<file path="src/rtl/soc_bus_pkg.sv">
// ====================
// Shared bus types for the peripheral subsystem
// Request, decoded request and response structs, opcode and target
// enums, and the fixed memory map used by the address decoder
// ====================

package soc_bus_pkg;

    // Single-beat opcode
    typedef enum logic {
        BUS_READ  = 1'b0,
        BUS_WRITE = 1'b1
    } bus_op_e;

    // Decoded target
    typedef enum logic [1:0] {
        TGT_RAM   = 2'd0,
        TGT_CLINT = 2'd1,
        TGT_PLIC  = 2'd2,
        TGT_NONE  = 2'd3
    } bus_tgt_e;

    // Master request, 65 bits
    typedef struct packed {
        bus_op_e     op;
        logic [31:0] addr;
        logic [31:0] wdata;
    } bus_req_t;

    // Request tagged with its target, 67 bits
    typedef struct packed {
        bus_req_t req;
        bus_tgt_e tgt;
    } dec_req_t;

    // Response to the master, 33 bits
    typedef struct packed {
        logic [31:0] rdata;
        logic        err;
    } bus_resp_t;

    // ====================
    // Memory map, inclusive bounds
    // ====================
    parameter logic [31:0] RAM_BASE   = 32'h0000_0000;
    parameter logic [31:0] RAM_LAST   = 32'h0000_2FFF;
    parameter logic [31:0] CLINT_BASE = 32'h0000_3000;
    parameter logic [31:0] CLINT_LAST = 32'h0000_EFFF;
    parameter logic [31:0] PLIC_BASE  = 32'h0000_F000;
    parameter logic [31:0] PLIC_LAST  = 32'h0000_FFFF;

endpackage

</file>
<file path="src/rtl/soc_irq_pkg.sv">
// ====================
// Interrupt controller register layout
// Offset enums for the CLINT and PLIC blocks, taken relative to each
// block's base address, plus the width of the PLIC claim id
// ====================

package soc_irq_pkg;

    // CLINT offsets from CLINT_BASE
    typedef enum logic [15:0] {
        // Bit 0 only
        CLINT_MSIP     = 16'h0000,
        CLINT_MTIMECMP = 16'h0008,
        // Low word of mtime, read-only
        CLINT_MTIME    = 16'h0010
    } clint_reg_e;

    // PLIC offsets from PLIC_BASE
    typedef enum logic [15:0] {
        // Read-only
        PLIC_PENDING = 16'h0000,
        PLIC_ENABLE  = 16'h0004,
        // Read claims and clears
        PLIC_CLAIM   = 16'h0008
    } plic_reg_e;

    // Claim id width, room for up to 63 sources plus the "none" id
    parameter int CLAIM_ID_W = 6;

endpackage

</file>
<file path="src/rtl/bus_addr_decode.sv">
// ====================
// Pipeline stage 1: address decode
// Registers each incoming request and tags it with the target picked
// from the memory map. The only place the map is evaluated.
// ====================

`timescale 1ns/1ps

module bus_addr_decode (
    input  logic                  clk,
    input  logic                  rst_i,
    input  logic                  req_valid_i,
    input  soc_bus_pkg::bus_req_t req_i,
    output logic                  dec_valid_o,
    output soc_bus_pkg::dec_req_t dec_req_o
);
    import soc_bus_pkg::*;

    bus_tgt_e tgt;

    // Inclusive range test on the offset from base
    function automatic logic in_range(input logic [31:0] addr,
                                      input logic [31:0] base,
                                      input logic [31:0] last);
        return (addr - base) <= (last - base);
    endfunction

    // Map lookup
    always_comb begin
        if (in_range(req_i.addr, RAM_BASE, RAM_LAST)) begin
            tgt = TGT_RAM;
        end else if (in_range(req_i.addr, CLINT_BASE, CLINT_LAST)) begin
            tgt = TGT_CLINT;
        end else if (in_range(req_i.addr, PLIC_BASE, PLIC_LAST)) begin
            tgt = TGT_PLIC;
        end else begin
            // Unmapped addresses get err from the merge stage
            tgt = TGT_NONE;
        end
    end

    // Valid bit
    always_ff @(posedge clk) begin
        if (rst_i) begin
            dec_valid_o <= 1'b0;
        end else begin
            dec_valid_o <= req_valid_i;
        end
    end

    // Request payload and its target tag
    always_ff @(posedge clk) begin
        dec_req_o.req <= req_i;
        dec_req_o.tgt <= tgt;
    end

endmodule

</file>
<file path="src/rtl/bus_resp_merge.sv">
// ====================
// Pipeline stage 3: response merge
// Delays the target tag by one stage, then picks that target's read
// data and registers the response. Unmapped accesses get err.
// ====================

`timescale 1ns/1ps

module bus_resp_merge (
    input  logic                   clk,
    input  logic                   rst_i,
    input  logic                   dec_valid_i,
    input  soc_bus_pkg::bus_tgt_e  dec_tgt_i,
    input  logic [31:0]            ram_rdata_i,
    input  logic [31:0]            clint_rdata_i,
    input  logic [31:0]            plic_rdata_i,
    output logic                   resp_valid_o,
    output soc_bus_pkg::bus_resp_t resp_o
);
    import soc_bus_pkg::*;

    logic      valid_q;
    bus_tgt_e  tgt_q;
    bus_resp_t resp_d;

    // Tag lines up with the targets' registered rdata
    always_ff @(posedge clk) begin
        if (rst_i) begin
            valid_q <= 1'b0;
        end else begin
            valid_q <= dec_valid_i;
        end
        tgt_q <= dec_tgt_i;
    end

    // Select by tag only
    always_comb begin
        resp_d = '0;
        case (tgt_q)
            TGT_RAM:   resp_d.rdata = ram_rdata_i;
            TGT_CLINT: resp_d.rdata = clint_rdata_i;
            TGT_PLIC:  resp_d.rdata = plic_rdata_i;
            default:   resp_d.err   = valid_q;
        endcase
    end

    // Response strobe, one cycle per request
    always_ff @(posedge clk) begin
        if (rst_i) begin
            resp_valid_o <= 1'b0;
            resp_o       <= '0;
        end else begin
            resp_valid_o <= valid_q;
            resp_o       <= resp_d;
        end
    end

endmodule

</file>
<file path="src/rtl/clint_regs.sv">
// ====================
// Pipeline stage 2: CLINT target
// Free-running 64-bit mtime, a 32-bit mtimecmp and the msip bit.
// Drives the machine timer and software interrupt lines.
// ====================

`timescale 1ns/1ps

module clint_regs (
    input  logic                  clk,
    input  logic                  rst_i,
    input  logic                  dec_valid_i,
    input  soc_bus_pkg::dec_req_t dec_req_i,
    output logic [31:0]           rdata_o,
    output logic                  timer_irq_o,
    output logic                  soft_irq_o
);
    import soc_bus_pkg::*;
    import soc_irq_pkg::*;

    logic [63:0] mtime_q;
    logic [31:0] mtimecmp_q;
    logic        msip_q;
    logic [15:0] off;
    logic        hit;
    logic        wr;

    // Offset within the CLINT window
    assign off = 16'(dec_req_i.req.addr - CLINT_BASE);
    assign hit = dec_valid_i && (dec_req_i.tgt == TGT_CLINT);
    assign wr  = hit && (dec_req_i.req.op == BUS_WRITE);

    // ====================
    // Registers and interrupts
    // ====================
    always_ff @(posedge clk) begin
        if (rst_i) begin
            mtime_q     <= '0;
            mtimecmp_q  <= '1;
            msip_q      <= 1'b0;
            timer_irq_o <= 1'b0;
            soft_irq_o  <= 1'b0;
        end else begin
            mtime_q <= mtime_q + 64'd1;
            if (wr && (off == CLINT_MSIP)) begin
                msip_q <= dec_req_i.req.wdata[0];
            end
            if (wr && (off == CLINT_MTIMECMP)) begin
                mtimecmp_q <= dec_req_i.req.wdata;
            end
            // Compare is zero-extended, only the low word is mapped
            timer_irq_o <= (mtime_q >= {32'd0, mtimecmp_q});
            soft_irq_o  <= msip_q;
        end
    end

    // Read data, zero for writes and unknown offsets
    always_ff @(posedge clk) begin
        if (hit) begin
            rdata_o <= '0;
            if (dec_req_i.req.op == BUS_READ) begin
                case (off)
                    CLINT_MSIP:     rdata_o <= {31'd0, msip_q};
                    CLINT_MTIMECMP: rdata_o <= mtimecmp_q;
                    CLINT_MTIME:    rdata_o <= mtime_q[31:0];
                    default:        rdata_o <= '0;
                endcase
            end
        end
    end

endmodule

</file>
<file path="src/rtl/plic_regs.sv">
// ====================
// Pipeline stage 2: PLIC target
// Level-sampled pending latch, enable mask and a claim register that
// clears the claimed source on read. No priorities or thresholds.
// ====================

`timescale 1ns/1ps

module plic_regs #(
    parameter int NUM_IRQS = 5
) (
    input  logic                  clk,
    input  logic                  rst_i,
    input  logic                  dec_valid_i,
    input  soc_bus_pkg::dec_req_t dec_req_i,
    input  logic [NUM_IRQS-1:0]   irq_i,
    output logic [31:0]           rdata_o,
    output logic                  ext_irq_o
);
    import soc_bus_pkg::*;
    import soc_irq_pkg::*;

    logic [NUM_IRQS-1:0]   pending_q;
    logic [NUM_IRQS-1:0]   enable_q;
    logic [NUM_IRQS-1:0]   active;
    logic [NUM_IRQS-1:0]   claim_mask;
    logic [CLAIM_ID_W-1:0] claim_id;
    logic [15:0]           off;
    logic                  hit;
    logic                  rd;
    logic                  claim;

    assign off    = 16'(dec_req_i.req.addr - PLIC_BASE);
    assign hit    = dec_valid_i && (dec_req_i.tgt == TGT_PLIC);
    assign rd     = hit && (dec_req_i.req.op == BUS_READ);
    assign claim  = rd && (off == PLIC_CLAIM);
    assign active = pending_q & enable_q;

    // Lowest-numbered active source wins, id is index plus one
    always_comb begin
        claim_id   = '0;
        claim_mask = '0;
        for (int i = NUM_IRQS - 1; i >= 0; i--) begin
            if (active[i]) begin
                claim_id      = CLAIM_ID_W'(i + 1);
                claim_mask    = '0;
                claim_mask[i] = 1'b1;
            end
        end
    end

    // ====================
    // Pending and enable
    // ====================
    always_ff @(posedge clk) begin
        if (rst_i) begin
            pending_q <= '0;
            enable_q  <= '0;
        end else begin
            // Source still high keeps its bit set through a claim
            pending_q <= (pending_q & ~(claim ? claim_mask : '0)) | irq_i;
            if (hit && (dec_req_i.req.op == BUS_WRITE) && (off == PLIC_ENABLE)) begin
                enable_q <= dec_req_i.req.wdata[NUM_IRQS-1:0];
            end
        end
    end

    // Read data
    always_ff @(posedge clk) begin
        if (hit) begin
            rdata_o <= '0;
            if (rd) begin
                case (off)
                    PLIC_PENDING: rdata_o <= 32'(pending_q);
                    PLIC_ENABLE:  rdata_o <= 32'(enable_q);
                    PLIC_CLAIM:   rdata_o <= 32'(claim_id);
                    default:      rdata_o <= '0;
                endcase
            end
        end
    end

    // Any enabled source pending
    assign ext_irq_o = |active;

endmodule

</file>
<file path="src/rtl/scratch_ram.sv">
// ====================
// Pipeline stage 2: scratch RAM target
// Word-addressed storage, indexed by address bits 2 and up modulo
// RAM_WORDS, so higher addresses alias onto the same words
// ====================

`timescale 1ns/1ps

module scratch_ram #(
    parameter int RAM_WORDS = 64
) (
    input  logic                  clk,
    input  logic                  dec_valid_i,
    input  soc_bus_pkg::dec_req_t dec_req_i,
    output logic [31:0]           rdata_o
);
    import soc_bus_pkg::*;

    localparam int IDX_W = $clog2(RAM_WORDS);

    logic [31:0]      mem [RAM_WORDS];
    logic [IDX_W-1:0] idx;
    logic             hit;

    // Word index with aliasing
    assign idx = IDX_W'(dec_req_i.req.addr[31:2] % RAM_WORDS);
    assign hit = dec_valid_i && (dec_req_i.tgt == TGT_RAM);

    always_ff @(posedge clk) begin
        if (hit) begin
            if (dec_req_i.req.op == BUS_WRITE) begin
                mem[idx] <= dec_req_i.req.wdata;
                // Writes answer with zero data
                rdata_o  <= '0;
            end else begin
                rdata_o  <= mem[idx];
            end
        end
    end

endmodule

</file>
<file path="src/rtl/soc_periph_top.sv">
// ====================
// Peripheral subsystem top level
// Decode, three targets (RAM, CLINT, PLIC) and the response merge.
// Fixed three-edge latency, responses in request order.
// ====================

`timescale 1ns/1ps

module soc_periph_top #(
    parameter int NUM_IRQS  = 5,
    parameter int RAM_WORDS = 64
) (
    input  logic                   clk,
    input  logic                   rst_i,
    input  logic                   req_valid_i,
    input  soc_bus_pkg::bus_req_t  req_i,
    input  logic [NUM_IRQS-1:0]    irq_i,
    output logic                   resp_valid_o,
    output soc_bus_pkg::bus_resp_t resp_o,
    output logic                   timer_irq_o,
    output logic                   soft_irq_o,
    output logic                   ext_irq_o
);
    import soc_bus_pkg::*;

    logic        dec_valid;
    dec_req_t    dec_req;
    logic [31:0] ram_rdata;
    logic [31:0] clint_rdata;
    logic [31:0] plic_rdata;

    // ====================
    // Stage 1
    // ====================
    bus_addr_decode decode_i (
        .clk         (clk),
        .rst_i       (rst_i),
        .req_valid_i (req_valid_i),
        .req_i       (req_i),
        .dec_valid_o (dec_valid),
        .dec_req_o   (dec_req)
    );

    // ====================
    // Stage 2 targets
    // ====================
    scratch_ram #(
        .RAM_WORDS (RAM_WORDS)
    ) ram_i (
        .clk         (clk),
        .dec_valid_i (dec_valid),
        .dec_req_i   (dec_req),
        .rdata_o     (ram_rdata)
    );

    clint_regs clint_i (
        .clk         (clk),
        .rst_i       (rst_i),
        .dec_valid_i (dec_valid),
        .dec_req_i   (dec_req),
        .rdata_o     (clint_rdata),
        .timer_irq_o (timer_irq_o),
        .soft_irq_o  (soft_irq_o)
    );

    plic_regs #(
        .NUM_IRQS (NUM_IRQS)
    ) plic_i (
        .clk         (clk),
        .rst_i       (rst_i),
        .dec_valid_i (dec_valid),
        .dec_req_i   (dec_req),
        .irq_i       (irq_i),
        .rdata_o     (plic_rdata),
        .ext_irq_o   (ext_irq_o)
    );

    // ====================
    // Stage 3
    // ====================
    bus_resp_merge merge_i (
        .clk           (clk),
        .rst_i         (rst_i),
        .dec_valid_i   (dec_valid),
        .dec_tgt_i     (dec_req.tgt),
        .ram_rdata_i   (ram_rdata),
        .clint_rdata_i (clint_rdata),
        .plic_rdata_i  (plic_rdata),
        .resp_valid_o  (resp_valid_o),
        .resp_o        (resp_o)
    );

endmodule

</file>
<file path="config.mk">
export PLATFORM = sky130hd
export DESIGN_NAME = soc_periph_top
export DESIGN_NICKNAME = d
export VERILOG_FILES = /design/src/rtl/soc_bus_pkg.sv /design/src/rtl/soc_irq_pkg.sv /design/src/rtl/bus_addr_decode.sv /design/src/rtl/bus_resp_merge.sv /design/src/rtl/clint_regs.sv /design/src/rtl/plic_regs.sv /design/src/rtl/scratch_ram.sv /design/src/rtl/soc_periph_top.sv
export SDC_FILE = /design/constraint.sdc
export NUM_CORES = 2
export LEC_CHECK = 0
export BUFFER_PORTS_ARGS = -buffer_cell sky130_fd_sc_hd__buf_2
export CAP_MARGIN = 25
export CORE_MARGIN = 2
export CORE_UTILIZATION = 47
export DETAILED_ROUTE_END_ITERATION = 16
export PLACE_DENSITY_LB_ADDON = 0.25
export SYNTH_ARGS = -nofsm -noshare
export SYNTH_HDL_FRONTEND = slang
export SYNTH_SLANG_ARGS = --single-unit
</file>
<file path="constraint.sdc">
create_clock -name clk -period 3.7 [get_ports clk]
set_input_delay 0.555 -clock clk [delete_from_list [all_inputs] [get_ports clk]]
set_output_delay 0.555 -clock clk [all_outputs]
set_load 0.005 [all_outputs]
</file>
# == Word level (Yosys, flattened, before mapping) ==
# Memories as Yosys holds them, arrays and structs flattened. A register that Yosys moved wholly into a read port is not among the register bits.
# Cells that the tools add are included.
# word_totals
regBits,262
ramBits,2048
output_inout_bits,37
word_cells,79
n_memories,1
# op_classes
add_sub_neg,5
order_cmp,4
n_eq_ne,8
mux,19
bitwise,5
n_reduce_logical,17
# mem_list
memory,words,width,rd,rd_clocked_by_memory_dff,write_ports,line,source
ram_i.mem,64,32,1,1,1,scratch_ram.sv:21,logic [31:0] mem [RAM_WORDS];
# ops
cell,count
32-bit one-hot mux with 3 select lines,2
64-bit by 1-bit adder with 64-bit output (second input constant),1
64-bit by 32-bit >= comparator with 1-bit output,1
16-bit by 4-bit == test with 1-bit output (second input constant),2
32-bit by 12-bit less-or-equal comparator with 1-bit output (second input constant),1
32-bit by 14-bit less-or-equal comparator with 1-bit output (second input constant),1
32-bit by 16-bit less-or-equal comparator with 1-bit output (second input constant),1
16-bit logical NOT,2
32-bit by 14-bit subtractor with 32-bit output (second input constant),1
32-bit by 16-bit subtractor with 32-bit output (second input constant),1
5-bit two-way mux,6
16-bit by 3-bit == test with 1-bit output (second input constant),1
16-bit by 5-bit == test with 1-bit output (second input constant),1
16-bit by 14-bit subtractor with 16-bit output (second input constant),1
16-bit subtractor (second input constant),1
3-bit two-way mux,5
5-bit one-hot mux with 3 select lines,1
5-bit bitwise AND,2
1-bit logical AND,10
1-bit two-way mux,5
5-bit NOT,1
5-bit OR,1
5-bit OR reduction,1
2-bit by 1-bit == test with 1-bit output (second input constant),2
other kinds (5),7

# == Depth between registers and ports, before layout ==
# logic_depth
word_depth,10
mapped_depth,11
mapped_depth_nobuf,8

# == Cells and area by module ==
# From an unflattened synthesis, not the netlist that was laid out.
# hier_totals
cells_unflattened,5409
area_unflattened_um2,90126.4
# by_module_without_submodules
mod,instances,cells_each,area_per_inst_um2
scratch_ram,1,4369,79751.5
clint_regs,1,711,6443.7
bus_addr_decode,1,78,1435.1
bus_resp_merge,1,125,1382.6
plic_regs,1,126,1113.6

# == Least setup slack after synthesis ==
# Ideal clock, no wire load.
# synth_timing
path_kind,flip-flop to flip-flop
start,register decode_i.dec_req_o[36] in the netlist's numbering
end,memory ram_i.mem[55][0] (enable)
setup_ns,0.421
t_arrival_ns,3.249
required_ns,3.279
setup_slack_ns,0.030
stages_incl_launch_ff,9
cell_sequence,dfxtp_1 > buf_2 > buf_2 > buf_2 > buf_4 > buf_4 > buf_2 > nand3_1 > nor2_1
# synth_lines
element,line,source
"start, declared",bus_addr_decode.sv:15,output soc_bus_pkg::dec_req_t dec_req_o
"end, declared",scratch_ram.sv:21,
# Straight into the memory's write port.

==> results.txt <==
final hold violations: 0
IO Port Bufs: 109
sequential share of power: 53.1%
outcome: complete, no violations
clock skew: 0.0284 ns
CTS H-tree depth: 4
worst r2r src: decode_i.dec_req_o[36]
fmax: 0.287 GHz
Tcrit/Tclk final: 94.1%
logic gate share of total power: 4.2%
hold depth: 4
Core ar.: 188000 sq um
Fin Setup TNS: 0 ns
Tightest Pin Transition: 1.05 ns
CP Capture Type: register
R2R setup slack: 0.22 ns
Die Width: 438 um
Avg Vias per Cell: 6.21
MaxCap Viol Count: 0
hold path start: req_i[55]
Overflow after GRT: 0
HP Class: input port to register
RSZ-0062 raised after global routing: no
maximum VDD drop: 0.000524 V
Synth Net Count: 4395
first-pass GRT wire length: 348000 um
Post-CTS Setup Bufs: 0
Initial Util: 47.3%
drt wl/cell: 33.4 um
Seq cells post-synth: 2315
most common flop cell mapped by yosys: edfxtp_1
R2R cell count: 7
commonest non-fill, non-tap cell in the layout: edfxtp_1
CP startpoint kind: register
Mapped Area: 88700 sq um
area delta synth->final: 16.3%
ys async rst share: 0%
antenna violations before repair: 11
post-synthesis instance total: 4289
ratio of cells with drive above 1 in the final layout: 29.3%
post-synthesis area per instance: 20.7 sq um
Ys Warns: 0
Psw: 11.4 mW
filler cell count in the final layout: 14.0k
CTS tree: built
post-route ant nets: 0
number of hold buffers added after CTS: 55
FF+latch area: 67600 sq um
total track usage: 25.9%
Clk network pwr share: 42.8%
Worst EP arrival: 4.07 ns
footprint of the multi-input gates: 20500 sq um
Worst EP required: 4.29 ns
PnR Total Power: 54.2 mW
Worst slew margin: 29.8%
post-layout minimum cycle time: 3.48 ns
TritonCTS Sinks: 2315
Non-Filler Instances: 7451
# nets final: 4862
crit-path max FO: 19
unique cell type count in the Yosys netlist: 65
CTS buffer count: 226
later-pin clock latency in the skew report: 0.87 ns
Worst Hold Path EP: decode_i.dec_req_o[0]
LEAKAGE: 33.6 nW
vias in the first global route: 45.4k
clk buf depth: 3
largest net degree at the start of global routing: 72
Die H: 438 um
FP Rows: 159
most frequent cells in the layout: 2117 x edfxtp_1, 547 x mux4_2, 235 x nor2_1
pwr dens: 525 nW/um^2
Placed Cells: 6963
gpl congestion: 0.837
PostCTS Resize Cnt: 0
Worst-path clk slew: 0.06 ns
EDFF count, synth: 2117
routed vias: 46.3k
Ports: 110
Die Area: 192000 sq um
RR Endpoint: ram_i.rdata_o[1]
cell-internal power: 42.8 mW
First-pass DRT Iterations: 7
drt first-iter violations: 6110
WL final: 249000 um
crit path kind: register to register
final setup violation count: 0
Seq/Total Area, Yosys: 76.2%
DRC Markers: 0
Slew Viols, Final: 0
root buf cell: clkbuf_16
Detailed Place HPWL: 148000 um
switching fraction of total power: 21.1%
==> worst max path at each step <==
stage               cells past startpoint  slack (ns)                    from           endpoint
CTS                                     7        0.25  decode_i.dec_req_o[36]   ram_i.rdata_o[1]
finish                                  7        0.22  decode_i.dec_req_o[36]   ram_i.rdata_o[1]
global placement                        8       -0.01  decode_i.dec_req_o[36]  ram_i.rdata_o[31]
global route                            7        0.25  decode_i.dec_req_o[36]   ram_i.rdata_o[1]
detailed placement                      7        0.24  decode_i.dec_req_o[36]   ram_i.rdata_o[1]
floorplan                               8        0.03  decode_i.dec_req_o[36]   ram_i.mem[55][0]
==> through the flow <==
step	hold slack, ns	instance area (sq um)	util (%)	setup slack (ns)
6_report	0.0690	103000	55.0	0.217
4_1_cts	0.0178	103000	54.9	0.247
3_3_place_gp	0.464	95000	50.6	-0.0141
5_1_grt	0.0822	103000	55.0	0.250
2_1_floorplan	0.395	88700	-	0.0301
3_5_place_dp	0.467	95000	50.6	0.240
==> registers in the layout (all words and copies together), names as in the netlist <==
signal                count
clint_i.msip_q            1
clint_i.mtime_q          64
clint_i.mtimecmp_q       32
clint_i.rdata_o          32
clint_i.soft_irq_o        1
clint_i.timer_irq_o       1
decode_i.dec_req_o       51
decode_i.dec_valid_o      1
merge_i.resp_o           33
merge_i.resp_valid_o      1
merge_i.tgt_q             2
merge_i.valid_q           1
plic_i.enable_q           5
plic_i.pending_q          5
plic_i.rdata_o            5
ram_i.mem              2048
ram_i.rdata_o            32
==> per-layer routing <==
metal	vias up	GRT usage (%)	routed length, um
li1	18650	-	-
met3	369	4.79	22600
met4	8	7.46	6980
met2	2406	41.4	120000
met5	-	0	60
met1	24859	36.8	99000
==> layout make-up <==
type                    instances  area share [%]
diodes                          2         0.00485
clock buffers                 297            6.03
clock inverters               129            1.22
inverters                      46           0.172
multi-input cells            1704            19.8
flip-flops and latches       2315            65.5
well taps                    2495            3.03
repair buffers                463            4.18
==> cells in the mapped netlist (30+ instances only) <==
master / n / area (sq um)
o22ai_1: 48 / 300
nand2_1: 71 / 267
a211o_1: 35 / 307
nand3_1: 45 / 225
edfxtp_1: 2117 / 63600
nor2_1: 300 / 1130
a22oi_1: 70 / 526
mux2i_1: 161 / 1610
xnor2_1: 32 / 280
ha_1: 33 / 413
a21oi_1: 57 / 285
dfxtp_1: 198 / 3960
nor4_1: 30 / 188
o21ai_0: 43 / 215
mux4_2: 547 / 12300
buf_1: 48 / 180
clkbuf_1: 89 / 334
buf_2: 72 / 360
inv_1: 43 / 161
==> power groups by stage <==
| stage | registers, mW | logic [mW] | clock network [mW] |
|---|---|---|---|
| 3_5_place_dp | 29.4 | 2.16 | 0 |
| 3_3_place_gp | 29.4 | 2.12 | 0 |
| 6_report | 28.7 | 2.26 | 23.2 |
| 2_1_floorplan | 29.3 | 1.19 | 0 |
| 5_1_grt | 28.8 | 2.36 | 24.4 |
| 4_1_cts | 28.8 | 2.21 | 23.5 |
==> cells by family (layout without fill, tap and decap cells) <==
kind of cell               count (synthesis)  in the layout  share of synthesized area (%)
and+or+nand+nor                          577            577                           3.13
other                                      0              2                              0
AOI/OAI and AO/OA                        306            306                           2.33
muxes                                    732            732                           16.0
xor gates and xnor gates                  56             56                          0.553
buffers and inverters                    270            935                           1.33
adders and majority gates                 33             33                          0.466
DFF                                     2315           2315                           76.2
==> worst max-delay path, cell delays in order (launching register included) <==
cell and delay, ns:
dfxtp_4 0.66, buf_12 0.29, buf_12 0.23, mux4_2 0.52, mux2i_1 0.43, o22ai_1 0.17, nor3b_1 0.68, o21ai_0 0.17
Note: power is estimated with default switching activity, not from simulation.
